<file path="src/hw/mmioBusPkg.sv">
package mmioBusPkg;

	// bus data and address widths
	typedef logic [63:0] mmioData;
	typedef logic [31:0] mmioAddrT;

	// operation mode: read, write and access size
	typedef logic [4:0] mmioOpmT;

	// slave response code
	typedef logic [1:0] mmioOkT;

	localparam int opmReadBit = 3;
	localparam int opmWriteBit = 4;
	localparam logic [1:0] opmSizeQuad = 2'd3;

	// response values
	localparam mmioOkT okReady = 2'b00;
	localparam mmioOkT okOk = 2'b01;
	localparam mmioOkT okHold = 2'b10;
	localparam mmioOkT okFault = 2'b11;

	// the 64 KiB window is selected when these address bits are zero
	localparam logic [11:0] mmioWindowSel = 12'h000;

	// register offsets inside the window
	localparam logic [15:0] regTimerLo = 16'hE000;
	localparam logic [15:0] regTimerHi = 16'hE004;
	localparam logic [15:0] regUartRx = 16'hE010;
	localparam logic [15:0] regUartTx = 16'hE014;
	localparam logic [15:0] regUartStat = 16'hE018;
	localparam logic [15:0] regBounce = 16'hE080;
	localparam logic [15:0] regGpioIn = 16'hE100;
	localparam logic [15:0] regGpioOut = 16'hE104;
	localparam logic [15:0] regGpioDir = 16'hE108;
	localparam logic [15:0] regGpioSet = 16'hE110;
	localparam logic [15:0] regGpioClr = 16'hE114;

endpackage

</file>
<file path="src/hw/periphPkg.sv">
package periphPkg;

	typedef logic [7:0] uartByte;
	typedef logic [31:0] gpioWord;
	typedef logic [63:0] timerWord;
	typedef logic [15:0] fracWord;

	// bit position inside a UART frame
	typedef logic [3:0] uartBitPos;

	// shared by both UART halves
	typedef enum logic {
		uartIdle,
		uartBusy
	} uartState;

	// 65536 / 0x0290 is about 100 clocks per microsecond (100 MHz clock)
	localparam fracWord usFracStep = 16'h0290;

	// per microsecond, gives roughly 115200 baud
	localparam fracWord baudFracStep = 16'h1D7E;

	localparam int uartFifoDepth = 8;

	// frame layout: start at 0, data at 1..8, stop at 9
	localparam uartBitPos uartLastDataPos = 4'd8;
	localparam uartBitPos uartStopPos = 4'd9;

endpackage

</file>
<file path="src/hw/mmioPeriphRegs.sv">
`timescale 1ns/10ps

module mmioPeriphRegs
	import mmioBusPkg::*;
	import periphPkg::*;
(
	input  logic     clock,
	input  logic     reset,
	input  mmioData  mmioInData,
	input  mmioAddrT mmioAddr,
	input  mmioOpmT  mmioOpm,
	output mmioData  mmioOutData,
	output mmioOkT   mmioOK,
	input  gpioWord  gpioPinsIn,
	output gpioWord  gpioPinsOut,
	output gpioWord  gpioPinsDir,
	input  timerWord timerUs,
	output mmioData  bounceIrq,
	output logic     txPush,
	output uartByte  txPushData,
	output logic     rxPop,
	input  logic     txFull,
	input  logic     txEmpty,
	input  uartByte  rxHead,
	input  logic     rxReady,
	input  logic     rxFull
);

	// registered copy of the request
	mmioData reqData;
	mmioAddrT reqAddr;
	mmioOpmT reqOpm;

	logic [15:0] offset;
	logic chipSel;
	logic readEn;
	logic writeEn;
	logic quadAccess;
	logic lastRead;
	logic lastWrite;
	logic readRise;
	logic writeRise;
	logic hit;

	mmioOkT okNext;
	mmioData dataNext;
	mmioData bounceNext;
	gpioWord gpioOut;
	gpioWord gpioDir;
	gpioWord gpioOutNext;
	gpioWord gpioDirNext;
	uartByte rxLatch;

	assign gpioPinsOut = gpioOut;
	assign gpioPinsDir = gpioDir;

	assign offset = reqAddr[15:0];
	assign chipSel = reqAddr[27:16] == mmioWindowSel;
	assign readEn = reqOpm[opmReadBit] && chipSel;
	assign writeEn = reqOpm[opmWriteBit] && chipSel;
	assign quadAccess = reqOpm[1:0] == opmSizeQuad;

	// first cycle of a held request
	assign readRise = readEn && !lastRead;
	assign writeRise = writeEn && !lastWrite;

	// FIFO side effects happen once per request
	assign txPush = writeRise && offset == regUartTx;
	assign txPushData = reqData[7:0];
	assign rxPop = readRise && offset == regUartRx;
	assign bounceNext = (writeRise && offset == regBounce) ? reqData : '0;

	always_comb
	begin
		hit = 1'b1;
		dataNext = '0;
		gpioOutNext = gpioOut;
		gpioDirNext = gpioDir;
		case (offset)
			regTimerLo:
				dataNext = quadAccess ? timerUs : {32'h0, timerUs[31:0]};
			regTimerHi:
				dataNext = {32'h0, timerUs[63:32]};
			regUartRx:
				// head is captured on the pop so the answer holds steady
				dataNext = {56'h0, rxPop ? rxHead : rxLatch};
			regUartTx:
				dataNext = '0;
			regUartStat:
				dataNext = {60'h0, txFull, txEmpty, rxFull, rxReady};
			regBounce:
				dataNext = '0;
			regGpioIn:
				dataNext = {32'h0, gpioPinsIn};
			regGpioOut:
			begin
				dataNext = {32'h0, gpioOut};
				if (writeEn)
					gpioOutNext = reqData[31:0];
			end
			regGpioDir:
			begin
				dataNext = {32'h0, gpioDir};
				if (writeEn)
					gpioDirNext = reqData[31:0];
			end
			regGpioSet:
			begin
				dataNext = {32'h0, gpioOut};
				if (writeEn)
					gpioOutNext = gpioOut | reqData[31:0];
			end
			regGpioClr:
			begin
				dataNext = {32'h0, gpioOut};
				if (writeEn)
					gpioOutNext = gpioOut & ~reqData[31:0];
			end
			default:
				hit = 1'b0;
		endcase
		// unmapped offsets never answer
		okNext = (hit && (readEn || writeEn)) ? okOk : okReady;
	end

	always_ff @(posedge clock)
	begin
		reqData <= mmioInData;
		reqAddr <= mmioAddr;
		mmioOutData <= dataNext;
		if (rxPop)
			rxLatch <= rxHead;
	end

	always_ff @(posedge clock)
	begin
		if (reset)
		begin
			reqOpm <= '0;
			lastRead <= 1'b0;
			lastWrite <= 1'b0;
			mmioOK <= okReady;
			gpioOut <= '0;
			gpioDir <= '0;
			bounceIrq <= '0;
		end
		else
		begin
			reqOpm <= mmioOpm;
			lastRead <= readEn;
			lastWrite <= writeEn;
			mmioOK <= okNext;
			gpioOut <= gpioOutNext;
			gpioDir <= gpioDirNext;
			bounceIrq <= bounceNext;
		end
	end

endmodule

</file>
<file path="src/hw/mmioPeriphTop.sv">
`timescale 1ns/10ps

module mmioPeriphTop
	import mmioBusPkg::*;
	import periphPkg::*;
(
	input  logic        clock,
	input  logic        reset,
	input  mmioData     mmioInData,
	input  mmioAddrT    mmioAddr,
	input  mmioOpmT     mmioOpm,
	output mmioData     mmioOutData,
	output mmioOkT      mmioOK,
	input  gpioWord     gpioPinsIn,
	output gpioWord     gpioPinsOut,
	output gpioWord     gpioPinsDir,
	input  logic [15:0] fixedPinsIn,
	output logic [15:0] fixedPinsOut,
	output timerWord    outTimer1MHz,
	output timerWord    outTimer100MHz,
	output mmioData     outBounceIrq
);

	logic usStep;
	timerWord timerUs;
	logic txPush;
	uartByte txPushData;
	logic txFull;
	logic txEmpty;
	logic txLine;
	logic rxPop;
	uartByte rxHead;
	logic rxReady;
	logic rxFull;

	assign outTimer1MHz = timerUs;

	// bit 0 drives UART TX, the rest float
	assign fixedPinsOut = {{15{1'bz}}, txLine};

	periphTimebase timebase (
		.clock      (clock),
		.reset      (reset),
		.usStep     (usStep),
		.timerUs    (timerUs),
		.timerCycles(outTimer100MHz)
	);

	mmioPeriphRegs regs (
		.clock      (clock),
		.reset      (reset),
		.mmioInData (mmioInData),
		.mmioAddr   (mmioAddr),
		.mmioOpm    (mmioOpm),
		.mmioOutData(mmioOutData),
		.mmioOK     (mmioOK),
		.gpioPinsIn (gpioPinsIn),
		.gpioPinsOut(gpioPinsOut),
		.gpioPinsDir(gpioPinsDir),
		.timerUs    (timerUs),
		.bounceIrq  (outBounceIrq),
		.txPush     (txPush),
		.txPushData (txPushData),
		.rxPop      (rxPop),
		.txFull     (txFull),
		.txEmpty    (txEmpty),
		.rxHead     (rxHead),
		.rxReady    (rxReady),
		.rxFull     (rxFull)
	);

	uartTransmitter uartTx (
		.clock     (clock),
		.reset     (reset),
		.usStep    (usStep),
		.txPush    (txPush),
		.txPushData(txPushData),
		.txFull    (txFull),
		.txEmpty   (txEmpty),
		.txLine    (txLine)
	);

	// UART RX comes in on fixed pin 1
	uartReceiver uartRx (
		.clock  (clock),
		.reset  (reset),
		.usStep (usStep),
		.rxLine (fixedPinsIn[1]),
		.rxPop  (rxPop),
		.rxHead (rxHead),
		.rxReady(rxReady),
		.rxFull (rxFull)
	);

endmodule

</file>
<file path="src/hw/periphTimebase.sv">
`timescale 1ns/10ps

module periphTimebase
	import periphPkg::*;
(
	input  logic     clock,
	input  logic     reset,
	output logic     usStep,
	output timerWord timerUs,
	output timerWord timerCycles
);

	fracWord usFrac;
	fracWord usFracNext;

	// carry out of the fractional accumulator marks one microsecond
	always_comb
	begin
		{usStep, usFracNext} = {1'b0, usFrac} + {1'b0, usFracStep};
	end

	always_ff @(posedge clock)
	begin
		if (reset)
		begin
			usFrac <= '0;
			timerUs <= '0;
			timerCycles <= '0;
		end
		else
		begin
			usFrac <= usFracNext;
			timerCycles <= timerCycles + 64'd1;
			if (usStep)
				timerUs <= timerUs + 64'd1;
		end
	end

endmodule

</file>
<file path="src/hw/uartReceiver.sv">
`timescale 1ns/10ps

module uartReceiver
	import periphPkg::*;
(
	input  logic    clock,
	input  logic    reset,
	input  logic    usStep,
	input  logic    rxLine,
	input  logic    rxPop,
	output uartByte rxHead,
	output logic    rxReady,
	output logic    rxFull
);

	uartByte fifoData [uartFifoDepth];
	uartByte fifoDataNext [uartFifoDepth];
	logic [uartFifoDepth-1:0] fifoValid;
	logic [uartFifoDepth-1:0] fifoValidNext;

	logic rxSync;
	logic rxLast;
	uartState state;
	uartBitPos bitPos;
	fracWord baudFrac;
	fracWord baudFracNext;
	logic baudStep;
	logic midSample;
	logic startBit;
	logic falseStart;
	logic byteDone;
	uartByte shiftData;

	assign rxHead = fifoData[0];
	assign rxReady = fifoValid[0];
	assign rxFull = fifoValid[uartFifoDepth-1];

	// falling edge on an idle line
	assign startBit = (state == uartIdle) && rxLast && !rxSync;

	always_comb
	begin
		{baudStep, baudFracNext} = {1'b0, baudFrac} + {1'b0, baudFracStep};
	end

	// accumulator crossing its midpoint is the centre of a bit
	assign midSample = usStep && baudFracNext[15] && !baudFrac[15];
	assign falseStart = midSample && bitPos == '0 && rxSync;
	assign byteDone = (state == uartBusy) && usStep && baudStep && bitPos == uartLastDataPos;

	always_comb
	begin
		logic placed;
		placed = 1'b0;
		fifoDataNext = fifoData;
		fifoValidNext = fifoValid;
		if (rxPop)
		begin
			for (int i = 0; i < uartFifoDepth - 1; i++)
			begin
				fifoDataNext[i] = fifoData[i + 1];
				fifoValidNext[i] = fifoValid[i + 1];
			end
			fifoValidNext[uartFifoDepth-1] = 1'b0;
		end
		// a byte that finds no free slot is dropped
		for (int i = 0; i < uartFifoDepth; i++)
		begin
			if (byteDone && !placed && !fifoValidNext[i])
			begin
				fifoDataNext[i] = shiftData;
				fifoValidNext[i] = 1'b1;
				placed = 1'b1;
			end
		end
	end

	always_ff @(posedge clock)
	begin
		fifoData <= fifoDataNext;
		// LSB arrives first, so shift in from the top
		if (state == uartBusy && midSample && bitPos != '0)
			shiftData <= {rxSync, shiftData[7:1]};
	end

	always_ff @(posedge clock)
	begin
		if (reset)
		begin
			rxSync <= 1'b1;
			rxLast <= 1'b1;
			fifoValid <= '0;
			state <= uartIdle;
			bitPos <= '0;
			baudFrac <= '0;
		end
		else
		begin
			rxSync <= rxLine;
			rxLast <= rxSync;
			fifoValid <= fifoValidNext;
			if (startBit)
			begin
				state <= uartBusy;
				bitPos <= '0;
				baudFrac <= '0;
			end
			else if (state == uartBusy && usStep)
			begin
				baudFrac <= baudFracNext;
				// start bit gone high again by mid-bit, treat as a glitch
				if (falseStart)
					state <= uartIdle;
				else if (baudStep)
				begin
					if (bitPos == uartLastDataPos)
						state <= uartIdle;
					bitPos <= bitPos + 4'd1;
				end
			end
		end
	end

endmodule

</file>
<file path="src/hw/uartTransmitter.sv">
`timescale 1ns/10ps

module uartTransmitter
	import periphPkg::*;
(
	input  logic    clock,
	input  logic    reset,
	input  logic    usStep,
	input  logic    txPush,
	input  uartByte txPushData,
	output logic    txFull,
	output logic    txEmpty,
	output logic    txLine
);

	uartByte fifoData [uartFifoDepth];
	uartByte fifoDataNext [uartFifoDepth];
	logic [uartFifoDepth-1:0] fifoValid;
	logic [uartFifoDepth-1:0] fifoValidNext;

	uartByte holdData;
	logic holdValid;
	logic holdValidNext;

	uartState state;
	uartBitPos bitPos;
	fracWord baudFrac;
	fracWord baudFracNext;
	logic baudStep;
	uartByte shiftData;
	logic startFrame;
	logic lineNext;

	assign txFull = fifoValid[uartFifoDepth-1];
	assign txEmpty = !fifoValid[0] && !holdValid;

	// head leaves the FIFO as soon as the line is free
	assign startFrame = (state == uartIdle) && fifoValid[0];

	always_comb
	begin
		{baudStep, baudFracNext} = {1'b0, baudFrac} + {1'b0, baudFracStep};
	end

	always_comb
	begin
		logic placed;
		placed = 1'b0;
		fifoDataNext = fifoData;
		fifoValidNext = fifoValid;
		if (startFrame)
		begin
			for (int i = 0; i < uartFifoDepth - 1; i++)
			begin
				fifoDataNext[i] = fifoData[i + 1];
				fifoValidNext[i] = fifoValid[i + 1];
			end
			fifoValidNext[uartFifoDepth-1] = 1'b0;
		end
		// hold byte drops into the first free slot after the shift
		for (int i = 0; i < uartFifoDepth; i++)
		begin
			if (holdValid && !placed && !fifoValidNext[i])
			begin
				fifoDataNext[i] = holdData;
				fifoValidNext[i] = 1'b1;
				placed = 1'b1;
			end
		end
		holdValidNext = holdValid && !placed;
	end

	// start bit low, data from shiftData[0], stop bit and idle high
	always_comb
	begin
		lineNext = 1'b1;
		if (state == uartBusy)
		begin
			if (bitPos == '0)
				lineNext = 1'b0;
			else if (bitPos != uartStopPos)
				lineNext = shiftData[0];
		end
	end

	always_ff @(posedge clock)
	begin
		fifoData <= fifoDataNext;
		if (txPush && !holdValidNext)
			holdData <= txPushData;
		if (startFrame)
			shiftData <= fifoData[0];
		else if (usStep && baudStep && bitPos != '0)
			shiftData <= shiftData >> 1;
	end

	always_ff @(posedge clock)
	begin
		if (reset)
		begin
			fifoValid <= '0;
			holdValid <= 1'b0;
			state <= uartIdle;
			bitPos <= '0;
			baudFrac <= '0;
			txLine <= 1'b1;
		end
		else
		begin
			fifoValid <= fifoValidNext;
			// a push onto a still-full hold register is lost
			holdValid <= holdValidNext || txPush;
			txLine <= lineNext;
			if (startFrame)
			begin
				state <= uartBusy;
				bitPos <= '0;
				baudFrac <= '0;
			end
			else if (state == uartBusy && usStep)
			begin
				baudFrac <= baudFracNext;
				if (baudStep)
				begin
					if (bitPos == uartStopPos)
						state <= uartIdle;
					else
						bitPos <= bitPos + 4'd1;
				end
			end
		end
	end

endmodule

</file>
<file path="config.mk">
export PLATFORM = sky130hd
export DESIGN_NAME = mmioPeriphTop
export DESIGN_NICKNAME = d
export VERILOG_FILES = /design/src/hw/mmioBusPkg.sv /design/src/hw/periphPkg.sv /design/src/hw/mmioPeriphRegs.sv /design/src/hw/mmioPeriphTop.sv /design/src/hw/periphTimebase.sv /design/src/hw/uartReceiver.sv /design/src/hw/uartTransmitter.sv
export SDC_FILE = /design/constraint.sdc
export NUM_CORES = 1
export LEC_CHECK = 0
export BUFFER_PORTS_ARGS = -buffer_cell sky130_fd_sc_hd__buf_2
export CAP_MARGIN = 10
export CORE_ASPECT_RATIO = 0.8
export CORE_MARGIN = 3
export CORE_UTILIZATION = 55
export CTS_CLUSTER_SIZE = 10
export DETAILED_ROUTE_END_ITERATION = 6
export GPL_TIMING_DRIVEN = 0
export PLACE_DENSITY_LB_ADDON = 0.3
export SYNTH_ARGS = -nofsm -noshare
export SYNTH_HDL_FRONTEND = slang
export SYNTH_SLANG_ARGS = --single-unit
export TNS_END_PERCENT = 5
</file>
<file path="constraint.sdc">
create_clock -name clock -period 3.4 [get_ports clock]
set_input_delay 0.17 -clock clock [delete_from_list [all_inputs] [get_ports clock]]
set_output_delay 0.17 -clock clock [all_outputs]
set_load 0.03 [all_outputs]
</file>
* Word-level counts from Yosys, hierarchy flattened
Cells that the tools add are included.
** Cells by class
- $add $sub $neg :: 7
- Multipliers :: 0
- Divide/modulo/power cells :: 0
- $lt $le $gt $ge :: 0
- Eq/ne operators :: 18
- Shifts and indexed selects :: 0
- Mux-type cells :: 71
- Bitwise logic cells :: 8
- Reduce and logical (&&, ||, !) cells :: 135
** Operators with widths (number)
- $pmux W64 S7 :: 1
- $eq A16 B16 Y1 const B :: 11
- $mux W8 :: 19
- $add A64 B1 Y64 const B :: 2
- $mux W56 :: 2
- $mux W32 :: 3
- $pmux W32 S3 :: 1
- $mux W64 :: 1
- $logic_and A1 B1 Y1 :: 56
- $mux W1 :: 44
- $logic_not A1 Y1 :: 38
- $reduce_bool A2 Y1 :: 19
- $add A16 B13 Y17 const B :: 2
- $and A32 B32 Y32 :: 1
- $not A32 Y32 :: 1
- $or A32 B32 Y32 :: 1
- $add A16 B10 Y17 const B :: 1
- $logic_not A12 Y1 :: 1
- $reduce_and A3 Y1 :: 4
- $reduce_or A11 Y1 :: 1
- $reduce_bool A3 Y1 :: 3
- $add A4 B1 Y4 const B :: 2
- $eq A4 B4 Y1 const B :: 2
- $logic_not A4 Y1 :: 2
- 10 further kinds :: 21
** Word-level totals
- Register bits after elaboration :: 659
- Latch bits :: 0
- Memory bits (writable) :: 0
- Bits in read-only memories :: 0
- Bits of input ports :: 151
- Output and inout bits :: 338
- Logic and storage cells :: 284
- Memories :: 0

* Logic depth before layout (Yosys ltp)
Gate-level depths: netlist of the first run.
- Depth in word-level cells :: 38
- Mapped depth :: 10

* Hierarchy
From an unflattened synthesis of the first run, not the netlist that was laid out.
** Unflattened totals
- Cell total of the unflattened synthesis :: 2419
- Area total of the unflattened synthesis :: 25605.8 um^2
** Modules (own cells, without submodules)
- mmioPeriphRegs :: instances 1, cells each 911, area each 9624.2 um^2
- periphTimebase :: instances 1, cells each 783, area each 6465.0 um^2
- uartTransmitter :: instances 1, cells each 370, area each 4782.1 um^2
- uartReceiver :: instances 1, cells each 338, area each 4610.7 um^2
- mmioPeriphTop :: instances 1, cells each 17, area each 123.9 um^2

* Least setup slack after synthesis of the first run
No wires, ideal clock.
- Path type :: register to register
- From :: reg regs.reqAddr[18]
- To :: reg uartRx.fifoData[0] (netlist bit) (enable)
- Library setup time :: 0.383 ns
- Arrival time :: 2.419 ns
- Required time :: 3.017 ns
- Slack :: 0.597 ns
- Stages on the path, launching flop included :: 8
- Buffers on the path :: 2
- Clock period less this slack :: 2.803 ns
- Cells stage by stage :: dfxtp_1 > nor4_1 > nand4_1 > buf_2 > nor3_2 > clkbuf_1 > a21oi_1 > nor3_1
** On the way
- Word-level cells in the longest chain between the ends :: 35
** Ends and longest elaborated chain
- from (decl) :: RTL line mmioPeriphRegs.sv:31 : mmioAddrT reqAddr;
- from (signal assigned) :: RTL line mmioPeriphRegs.sv:129 : reqAddr <= mmioAddr;
- $logic_not A12 Y1 (*) :: RTL line mmioPeriphRegs.sv:58 : assign chipSel = reqAddr[27:16] == mmioWindowSel;
- $logic_and A1 B1 Y1 (*) :: RTL line mmioPeriphRegs.sv:59 : assign readEn = reqOpm[opmReadBit] && chipSel;
- $logic_and A1 B1 Y1 (*) :: RTL line mmioPeriphRegs.sv:64 : assign readRise = readEn && !lastRead;
- $logic_and A1 B1 Y1 (*) :: RTL line mmioPeriphRegs.sv:70 : assign rxPop = readRise && offset == regUartRx;
- $mux W8 (*) :: RTL line uartReceiver.sv:57 : if (rxPop)
- $logic_not A1 Y1 :: RTL line uartReceiver.sv:69 : if (byteDone && !placed && !fifoValidNext[i])
- $logic_and A1 B1 Y1 :: RTL line uartReceiver.sv:69
- $mux W1 :: RTL line uartReceiver.sv:69
- [17 not listed]
- $logic_and A1 B1 Y1 (2 in series) :: RTL line uartReceiver.sv:69
- $mux W1 :: RTL line uartReceiver.sv:69
- $logic_not A1 Y1 :: RTL line uartReceiver.sv:69
- $logic_and A1 B1 Y1 (2 in series) :: RTL line uartReceiver.sv:69
- $mux W1 :: RTL line uartReceiver.sv:69
- $logic_not A1 Y1 :: RTL line uartReceiver.sv:69
- $logic_and A1 B1 Y1 :: RTL line uartReceiver.sv:69
- $logic_and A1 B1 Y1 (*) :: RTL line uartReceiver.sv:69
- to (signal assigned) :: RTL line uartReceiver.sv:80 : fifoData <= fifoDataNext;
- to (decl) :: RTL line uartReceiver.sv:16 : uartByte fifoData [uartFifoDepth];
Every way passes the cells marked *; elsewhere a longest branch is shown, timed or not.
A chain may end at the register's enable or synchronous reset.

* Worst setup path in the final report of the first run
- From :: reg regs.reqAddr[17]
- To :: reg regs.bounceIrq[23]
** On the way
- Word-level cells in the longest chain between the ends :: 6
** Ends and longest elaborated chain
- $logic_not A12 Y1 :: RTL line mmioPeriphRegs.sv:58
- $logic_and A1 B1 Y1 :: RTL line mmioPeriphRegs.sv:60 : assign writeEn = reqOpm[opmWriteBit] && chipSel;
- $logic_and A1 B1 Y1 :: RTL line mmioPeriphRegs.sv:65 : assign writeRise = writeEn && !lastWrite;
- $logic_and A1 B1 Y1 :: RTL line mmioPeriphRegs.sv:71 : assign bounceNext = (writeRise && offset == regBounce) ? reqData : '0;
- $not A1 Y1 (no line)
- $reduce_or A2 Y1 (no line)
- to (signal assigned) :: RTL line mmioPeriphRegs.sv:155 : bounceIrq <= bounceNext;
- to (decl) :: RTL line mmioPeriphRegs.sv:18 : output mmioData bounceIrq,
Every way passes these cells.

==> impl_summary.md, run 1 <==
Status
The run finished with clean final reports.

Timing
Derived from the worst setup path, the maximum achievable clock frequency is ~0.3 GHz. Setup repair after global routing could not meet its margin everywhere. The portion of the clock cycle consumed by the worst path in the final layout is a little over nine tenths. The worst-case headroom to the max-slew limit is between 20 and 30%.

The tightest hold path in the finished design has a slack of approximately 0.036 ns. The number of setup violations in the final report is 0. Setup total negative slack on the finished layout was measured at 0 ns. The minimum clock period is roughly 3.3 ns. At the pin with the least slew margin, the transition time is 1.12 ns. The hold violation total from the final report was 0. The count of pins over their slew limit is 0. The clock skew is 0.0249 ns.

Global routing
Global routing consumed, over all layers together, between 30 and 40% of the routing resources. Summed over all layers, the global routing overflow is 0. The via count of the first global-routing pass is ~21000. The number of antenna violations at the first check in global routing is 2.

The pin count of the biggest net entering global routing is 12. The first global-routing pass estimated ~120000 um of wire.

Worst setup path
The terminus of the critical flop-to-flop path is regs.bounceIrq[23]$_SDFF_PP0_. The worst reg-to-reg path cell count is 7. The setup check on the worst reg-to-reg path leaves a slack of 0.08 ns. The startpoint of the lowest-slack register-to-register path is regs.reqAddr[17]$_DFF_P_. The worst setup path is captured at a flop. The worst setup path is of the flop to flop kind. STA puts the critical path data arrival time at about 3.9 ns. The endpoint required time on the critical path is just under 4 ns. The startpoint type of the worst setup path is a flop. Of all nets on the critical path, the largest fanout is 10.

Synthesis
Sorting the synthesized cells by area gives the leading types as sky130_fd_sc_hd__dfxtp_1 (40%), sky130_fd_sc_hd__edfxtp_1 (18%), sky130_fd_sc_hd__mux2_2 (5.8%), sky130_fd_sc_hd__nand2_1 (4.5%), sky130_fd_sc_hd__nor2_1 (3.4%). The proportion of netlist area held by the largest area contributor is between 30% and 40%. The sequential-to-total area share from yosys stat is around 58%. The number of storage elements in the synthesis netlist is between 600 and 700.

In this run the mean area of a mapped cell was about 10 sq um. The fraction of registers with async set/reset is 0%. The cell area that synthesis handed to floorplanning was roughly 25000 sq um. In this run, distinct cell masters in the synthesized netlist total 67. The most frequently used flop master after synthesis is sky130_fd_sc_hd__dfxtp_1. The number of flops mapped to enable cells by yosys is ~150.

The cell type with the highest aggregate area in the netlist is sky130_fd_sc_hd__dfxtp_1. For this run, the number of Yosys warnings is 0. In the synthesized netlist, the number of instances is roughly 2400.

Route
The detailed router finished its first iteration with 2286 violations. The final antenna-violating net count is 0. The number of optimization iterations in the first detailed-route pass is 5.

Using the TritonRoute via totals, the vias-per-cell ratio works out to 5.76. The total length of routed wires is 80200 um. The number of remaining DRC errors is 0.

The final routed wire length divided by cell count is 21.6 um. The highest layer used for signal routing is met4. The sum of met2 wire segment lengths after detailed routing is 37700 um.

For this block, wires on met1 add up to roughly 31000 um. The routed length on met3 is about 8300 um. The final route contains between 20000 and 25000 vias.

Job
The number of maximum-capacitance constraint violations is 0.

Finish
The total area of multi-input combinational cells is about 10000 sq um. The utilization after layout is 70.3%. The area added between synthesis and finish is 25.3%. The number of standard cells in the final layout excluding fillers is ~3700. At the end of the flow, the number of nets in the layout was 3239. Fill cells in the final layout number around 3200. The number of antenna diodes in the final layout is 0.

The commonest non-fill, non-tap cell in the layout is sky130_fd_sc_hd__dfxtp_1. In the final layout, the share of cells above drive strength 1 is 23.3%. The area used by sequential logic in the layout is approximately 15000 sq um. The library cells used most frequently in the layout, excluding fill and tap cells, are sky130_fd_sc_hd__dfxtp_1 (499), sky130_fd_sc_hd__buf_2 (462), sky130_fd_sc_hd__nand2_1 (299).

Clocking
The root buffer cell is sky130_fd_sc_hd__clkbuf_16. The later-pin clock latency in the skew report is between 0.6 and 0.7 ns. The number of buffers created by CTS is 75. The number of buffers between clock root and the deepest sink is 3.

The clock drives about 650 sinks. The clock slew seen by the registers of the worst setup and hold paths is ~0.060 ns. TritonCTS built the clock tree. In this run the number of H-tree levels came out at 3.

Placed design
The quantity of I/O buffers inserted on ports is approximately 450. The number of cells in the design after placement is approximately 3500. The placed wire-length estimate after detailed placement is between 50000 and 60000 um.

The placer congestion estimate is ~0.95.

Die
The floorplan step set the die width to about 250 um. The floorplan step defined a die boundary enclosing about 48000 sq um. Pin placement for this block handled roughly 490 I/O pins. The initial core utilization is roughly 56%. Measured along the y axis, the die boundary spans roughly 200 um. The core region is ~45000 sq um.

The total number of placement rows is between 60 and 70.

Worst hold path
The origin of the worst min-delay path is gpioPinsIn[8]. The tightest min-delay check is of the input pin to flop type. The worst hold path terminates at regs.mmioOutData[8]$_DFF_P_. The worst hold path was traced through 4 stages.

Power
VDD sags by at most approximately 0.00048 V. In this run the power density over the cells is 493 nW/um^2. In this run the static leakage power is between 0.01 and 0.015 uW.
synth_stat cells, drive strengths merged, types with 17 or more instances:
library cell  number
dfxtp            499
and3              22
mux2             130
mux2i             29
nor2b             51
inv               42
buf               32
clkbuf            97
nor4              37
xnor2             84
nand3             68
or3               32
a221o             17
nand2            299
nor3              59
o21ai             96
edfxtp           152
and2             112
nand4             54
a21oi             87
nor2             226
xor2              51
critical path, cell delays in order (launching register included):
cell                       delay, ns
sky130_fd_sc_hd__dfxtp_1        0.32
sky130_fd_sc_hd__nor4_2         0.52
sky130_fd_sc_hd__and4_1         0.38
sky130_fd_sc_hd__nor2b_1        0.28
sky130_fd_sc_hd__and4b_1        0.22
sky130_fd_sc_hd__clkbuf_1       0.69
sky130_fd_sc_hd__clkbuf_1       0.60
sky130_fd_sc_hd__and2_1         0.23
layout make-up:
cell class / instances / area share (%)
plain buffers: 129 / 1.76
clock buffers: 103 / 6.29
clock inverters: 7 / 0.242
inverters: 42 / 0.500
multi-input cells: 1607 / 31.7
flip-flops and latches: 651 / 46.2
well taps: 603 / 2.40
repair buffers: 572 / 10.9
timing repair:
item	in CTS	in global routing
buffers inserted	0	0
endpoints found under the hold margin	116	0
endpoints found under the setup margin	34	79
gates resized for setup	4	5
hold buffers	116	0
per-layer routing:
layer	up-vias	global-route usage, %
li1	9702	-
met1	10400	39.9
met2	1122	53.3
met3	212	10.1
met4	0	12.8
met5	-	0
how the worst max path moves through the flow:
stage,start,to,slack [ns]
global route,regs.reqAddr[18]$_DFF_P_,regs.bounceIrq[23]$_SDFF_PP0_,-0.09
floorplan,regs.reqAddr[18]$_DFF_P_,uartRx.fifoData[0]$_DFFE_PP_,0.60
CTS,regs.reqAddr[5]$_DFF_P_,regs.gpioPinsDir[18]$_SDFFE_PP0P_,0.0008
detailed placement,regs.reqAddr[18]$_DFF_P_,uartRx.fifoData[0]$_DFFE_PP_,-0.37
finish,regs.reqAddr[17]$_DFF_P_,regs.bounceIrq[23]$_SDFF_PP0_,0.08
global placement,regs.reqAddr[18]$_DFF_P_,uartRx.fifoData[0]$_DFFE_PP_,-0.68
registers in the layout, summed over array words and instances, names as in the netlist, 12 cells and up:
register,cells
uartRx.baudFrac,15
timebase.timerCycles,64
uartRx.fifoData,56
regs.reqAddr,28
timebase.usFrac,12
regs.bounceIrq,64
regs.gpioPinsDir,32
regs.reqData,64
regs.gpioPinsOut,32
timebase.timerUs,64
uartTx.fifoData,64
uartTx.baudFrac,15
regs.mmioOutData,64
metrics by stage:
stage                     instance area, sq um  setup WS, ns  power, uW
after global placement                   28200        -0.680       8470
after floorplan                          25200         0.597       8310
after CTS                                31500      0.000753      15600
after global routing                     31500       -0.0937      15900
after detailed placement                 28200        -0.367       8480
final                                    31500        0.0807      15500
power by group:
group	switching [uW]	internal, uW
registers	68.9	7960
logic	213	205
clock network	3060	4040
total	3340	12200
logic make-up after synthesis:
kind of cell / share of synthesized area, %
compound gates: 6.82
xor+xnor: 4.70
fa+ha+maj: 0.498
buf+inv: 2.84
flops: 57.9
mux: 6.98
other cells: 0.0149
simple gates: 20.3
No activity file was read; power rests on OpenSTA's default activity.
==> run 2: changes to the inputs <==
--- a/config.mk
+++ b/config.mk
@@ -5,16 +5,16 @@
 export SDC_FILE = /design/constraint.sdc
 export NUM_CORES = 1
 export LEC_CHECK = 0
-export BUFFER_PORTS_ARGS = -buffer_cell sky130_fd_sc_hd__buf_2
 export CAP_MARGIN = 10
 export CORE_ASPECT_RATIO = 0.8
 export CORE_MARGIN = 3
-export CORE_UTILIZATION = 55
+export CORE_UTILIZATION = 66
+export CTS_BUF_LIST = sky130_fd_sc_hd__clkbuf_2
 export CTS_CLUSTER_SIZE = 10
 export DETAILED_ROUTE_END_ITERATION = 6
+export DONT_BUFFER_PORTS = 1
 export GPL_TIMING_DRIVEN = 0
 export PLACE_DENSITY_LB_ADDON = 0.3
 export SYNTH_ARGS = -nofsm -noshare
 export SYNTH_HDL_FRONTEND = slang
 export SYNTH_SLANG_ARGS = --single-unit
-export TNS_END_PERCENT = 5
==> impl_summary.md, run 2 (synthesis gave the netlist of run 1 again) <==
Route
In the final routed layout, each cell accounts on average for 24.7 um. The first detailed-routing pass took 7 iterations. The number of design-rule violations left by the first detailed-router iteration is about 3000. After detailed routing, the total wire length is 85100 um. Once detail routing completed, the nets flagged for antenna violations numbered 0.

The detail-routed via count per cell is about 6.3. For this run, design rule violations remaining after detail routing come to 52. For this block, the via count after detailed routing is about 22000.

Worst setup path
The critical-path maximum fanout is 10. The endpoint required time on the critical path is between 4 and 5 ns. At the worst endpoint, the arrival time is between 4 and 5 ns.

The worst setup path is captured at a flop. The most critical setup path has its startpoint at regs.reqAddr[3]$_DFF_P_. The startpoint type of the worst setup path is a flop. In this run the critical register-to-register path is launched from regs.reqAddr[3]$_DFF_P_. The type of the worst setup path is flop to flop.

Clocking
Clock tree synthesis selected as its root buffer the cell sky130_fd_sc_hd__clkbuf_2. The later-pin clock latency in the skew report is roughly 1.2 ns. The number of buffers between clock root and the deepest sink is 3. The level count of the clock H-tree is 4. The total clock sinks is 651. The CTS tree is done. The number of buffers created by CTS is between 100 and 150. The clock slew seen by the registers of the worst setup and hold paths is between 0.1 and 0.15 ns.

Placed design
Once detailed placement completed, the half-perimeter wirelength came to between 50000 and 60000 um. Routability-driven placement finished with a final weighted congestion of 0.954. Buffers placed on the I/O ports in this run total 0. Once placement completed, the tool counted placed cells totaling 2916. After detailed placement, the total cell area comes to 25800 sq um.

The post-placement worst setup slack is -0.414 ns.

Die
The die is roughly 220 um wide. The initial utilization of the core area, before any placement, comes to approximately two thirds. The height of the die is 181 um. The die covers 40500 sq um. The core footprint is ~37000 sq um. Row generation in the floorplan step produced between 60 and 70 rows. between 400 and 500 I/O pins were placed.

Timing
The tightest hold path in the finished design has a slack of between 0.06 and 0.07 ns. The number of setup violations in the final report is 13. The maximum clock rate is approximately 0.27 GHz.

The hold violation total from the final report is 0. Measured against its own limit, the worst slew margin works out to a little over a quarter. Dividing the final minimum period by the clock period gives 107%. After layout, the minimum clock period comes to 3.65 ns. The worst-margin pin slew is approximately 1.1 ns. The clock skew is 0.129 ns. Once routing completed, OpenROAD measured the worst setup slack at -0.249 ns. The count of pins over their slew limit is 0.

Finish
From synthesis to final layout, the design area changed by 18.6%. The finished cells cover 29800 sq um. The layout has between 2000 and 2500 filler cells. Leaving out fill and tap cells, the most frequent cells in the layout are sky130_fd_sc_hd__dfxtp_1 (499), sky130_fd_sc_hd__nand2_1 (299), sky130_fd_sc_hd__dlygate4sd3_1 (257).

After the flow finishes, the layout carries non-filler instances totaling 3441. The commonest non-fill, non-tap cell in the layout is sky130_fd_sc_hd__dfxtp_1. The layout net count is 3000. The post-route netlist has between 10% and 20% of its cells at a drive strength greater than 1.

Global routing
The number of antenna violations at the first check in global routing is 7. The via count of the first global-routing pass is 21800. The global-route wire length before repair is 127000 um. Global routing consumed, over all layers together, between 40% and 50% of the routing resources. The total global routing overflow is 0. The pin count of the biggest net entering global routing is 17.

Job
Max-cap violations in this run came to 0.

Power
Across the VDD grid, the largest voltage drop is roughly 0.0004 V. In this run the static leakage power is between 0.01 and 0.015 uW. The power per unit of standard cell area is 457 nW/um^2. Summing internal, switching and leakage power gives 13600 uW.

Worst hold path
The worst min-delay path class is input pin to flop. The origin of the worst min-delay path is mmioInData[45].

Status
The flow ran to the end, but the final reports show violations. The final reports fail on DRC, setup timing.
[run 2: cell count changes in the layout (fill, tap and decap cells not counted), sizes merged]
cell         before  now
clkbuf          200  312
clkinv            2   31
dlygate4sd3     116  257
buf             488   34
diode             0    8
bufinv            0    2
clkinvlp          0    5
[run 2: metrics by stage]
step | setup TNS (ns) | util [%]
floorplan | 0 | -
global placement | -2.42 | 69.2
detailed placement | -3.94 | 69.2
CTS | 0 | 79.7
global route | -0.193 | 80.0
finish | -1.11 | 80.0
[run 2: report_power, final]
| group | total, uW | internal (uW) | switching (uW) |
|---|---|---|---|
| Clock | 5120 | 1860 | 3260 |
| Sequential | 8030 | 7950 | 87.1 |
| Combinational | 470 | 258 | 212 |
[run 2: final cells by class]
cell class	instances	area (sq um)	area share (%)
diodes	8	20.0	0.0671
plain buffers	128	556	1.86
clock buffers	215	1080	3.61
clock inverters	43	259	0.869
inverters	42	158	0.529
multi-input cells	1607	9990	33.5
flip-flops and latches	651	14600	48.8
well taps	487	609	2.04
repair buffers	260	2590	8.70
[run 2: metal layers]
| metal | vias to the layer above | part of all wire [%] | track usage (%) |
|---|---|---|---|
| met5 | - | 0.023 | 0.717 |
| met4 | 2 | 8.4 | 28.1 |
| met3 | 589 | 13 | 16.2 |
| met2 | 1751 | 45 | 63.5 |
| met1 | 10200 | 34 | 46.1 |
| li1 | 9297 | - | - |
[run 2: critical path, cell delays in order (launching register included)]
cell                       delay [ns]
sky130_fd_sc_hd__dfxtp_1         0.34
sky130_fd_sc_hd__buf_2           0.21
sky130_fd_sc_hd__nor3_1          0.40
sky130_fd_sc_hd__and3_1          0.22
sky130_fd_sc_hd__buf_2           0.21
sky130_fd_sc_hd__and4b_1         0.32
sky130_fd_sc_hd__clkbuf_1        0.35
sky130_fd_sc_hd__clkbuf_1        0.81
sky130_fd_sc_hd__a22oi_1         0.36
sky130_fd_sc_hd__o211ai_1        0.26
[run 2: path summary, 6_finish.rpt]
kind	to	slack, ns	cells after the start
worst max-delay path	regs.mmioOutData[0]$_DFF_P_	-0.25	9
worst min-delay path	regs.reqData[45]$_DFF_P_	0.06	2
worst max register to register	regs.mmioOutData[0]$_DFF_P_	-0.25	9
worst min register to register	regs.bounceIrq[36]$_SDFF_PP0_	0.44	1
[run 2: what timing repair did]
action | in CTS | in global routing
hold buffers | 255 | 2
pin swaps | 0 | 1
resized for setup | 3 | 14
endpoints found under the setup margin | 16 | 169
endpoints found under the hold margin | 202 | 2
setup buffers | 0 | 2
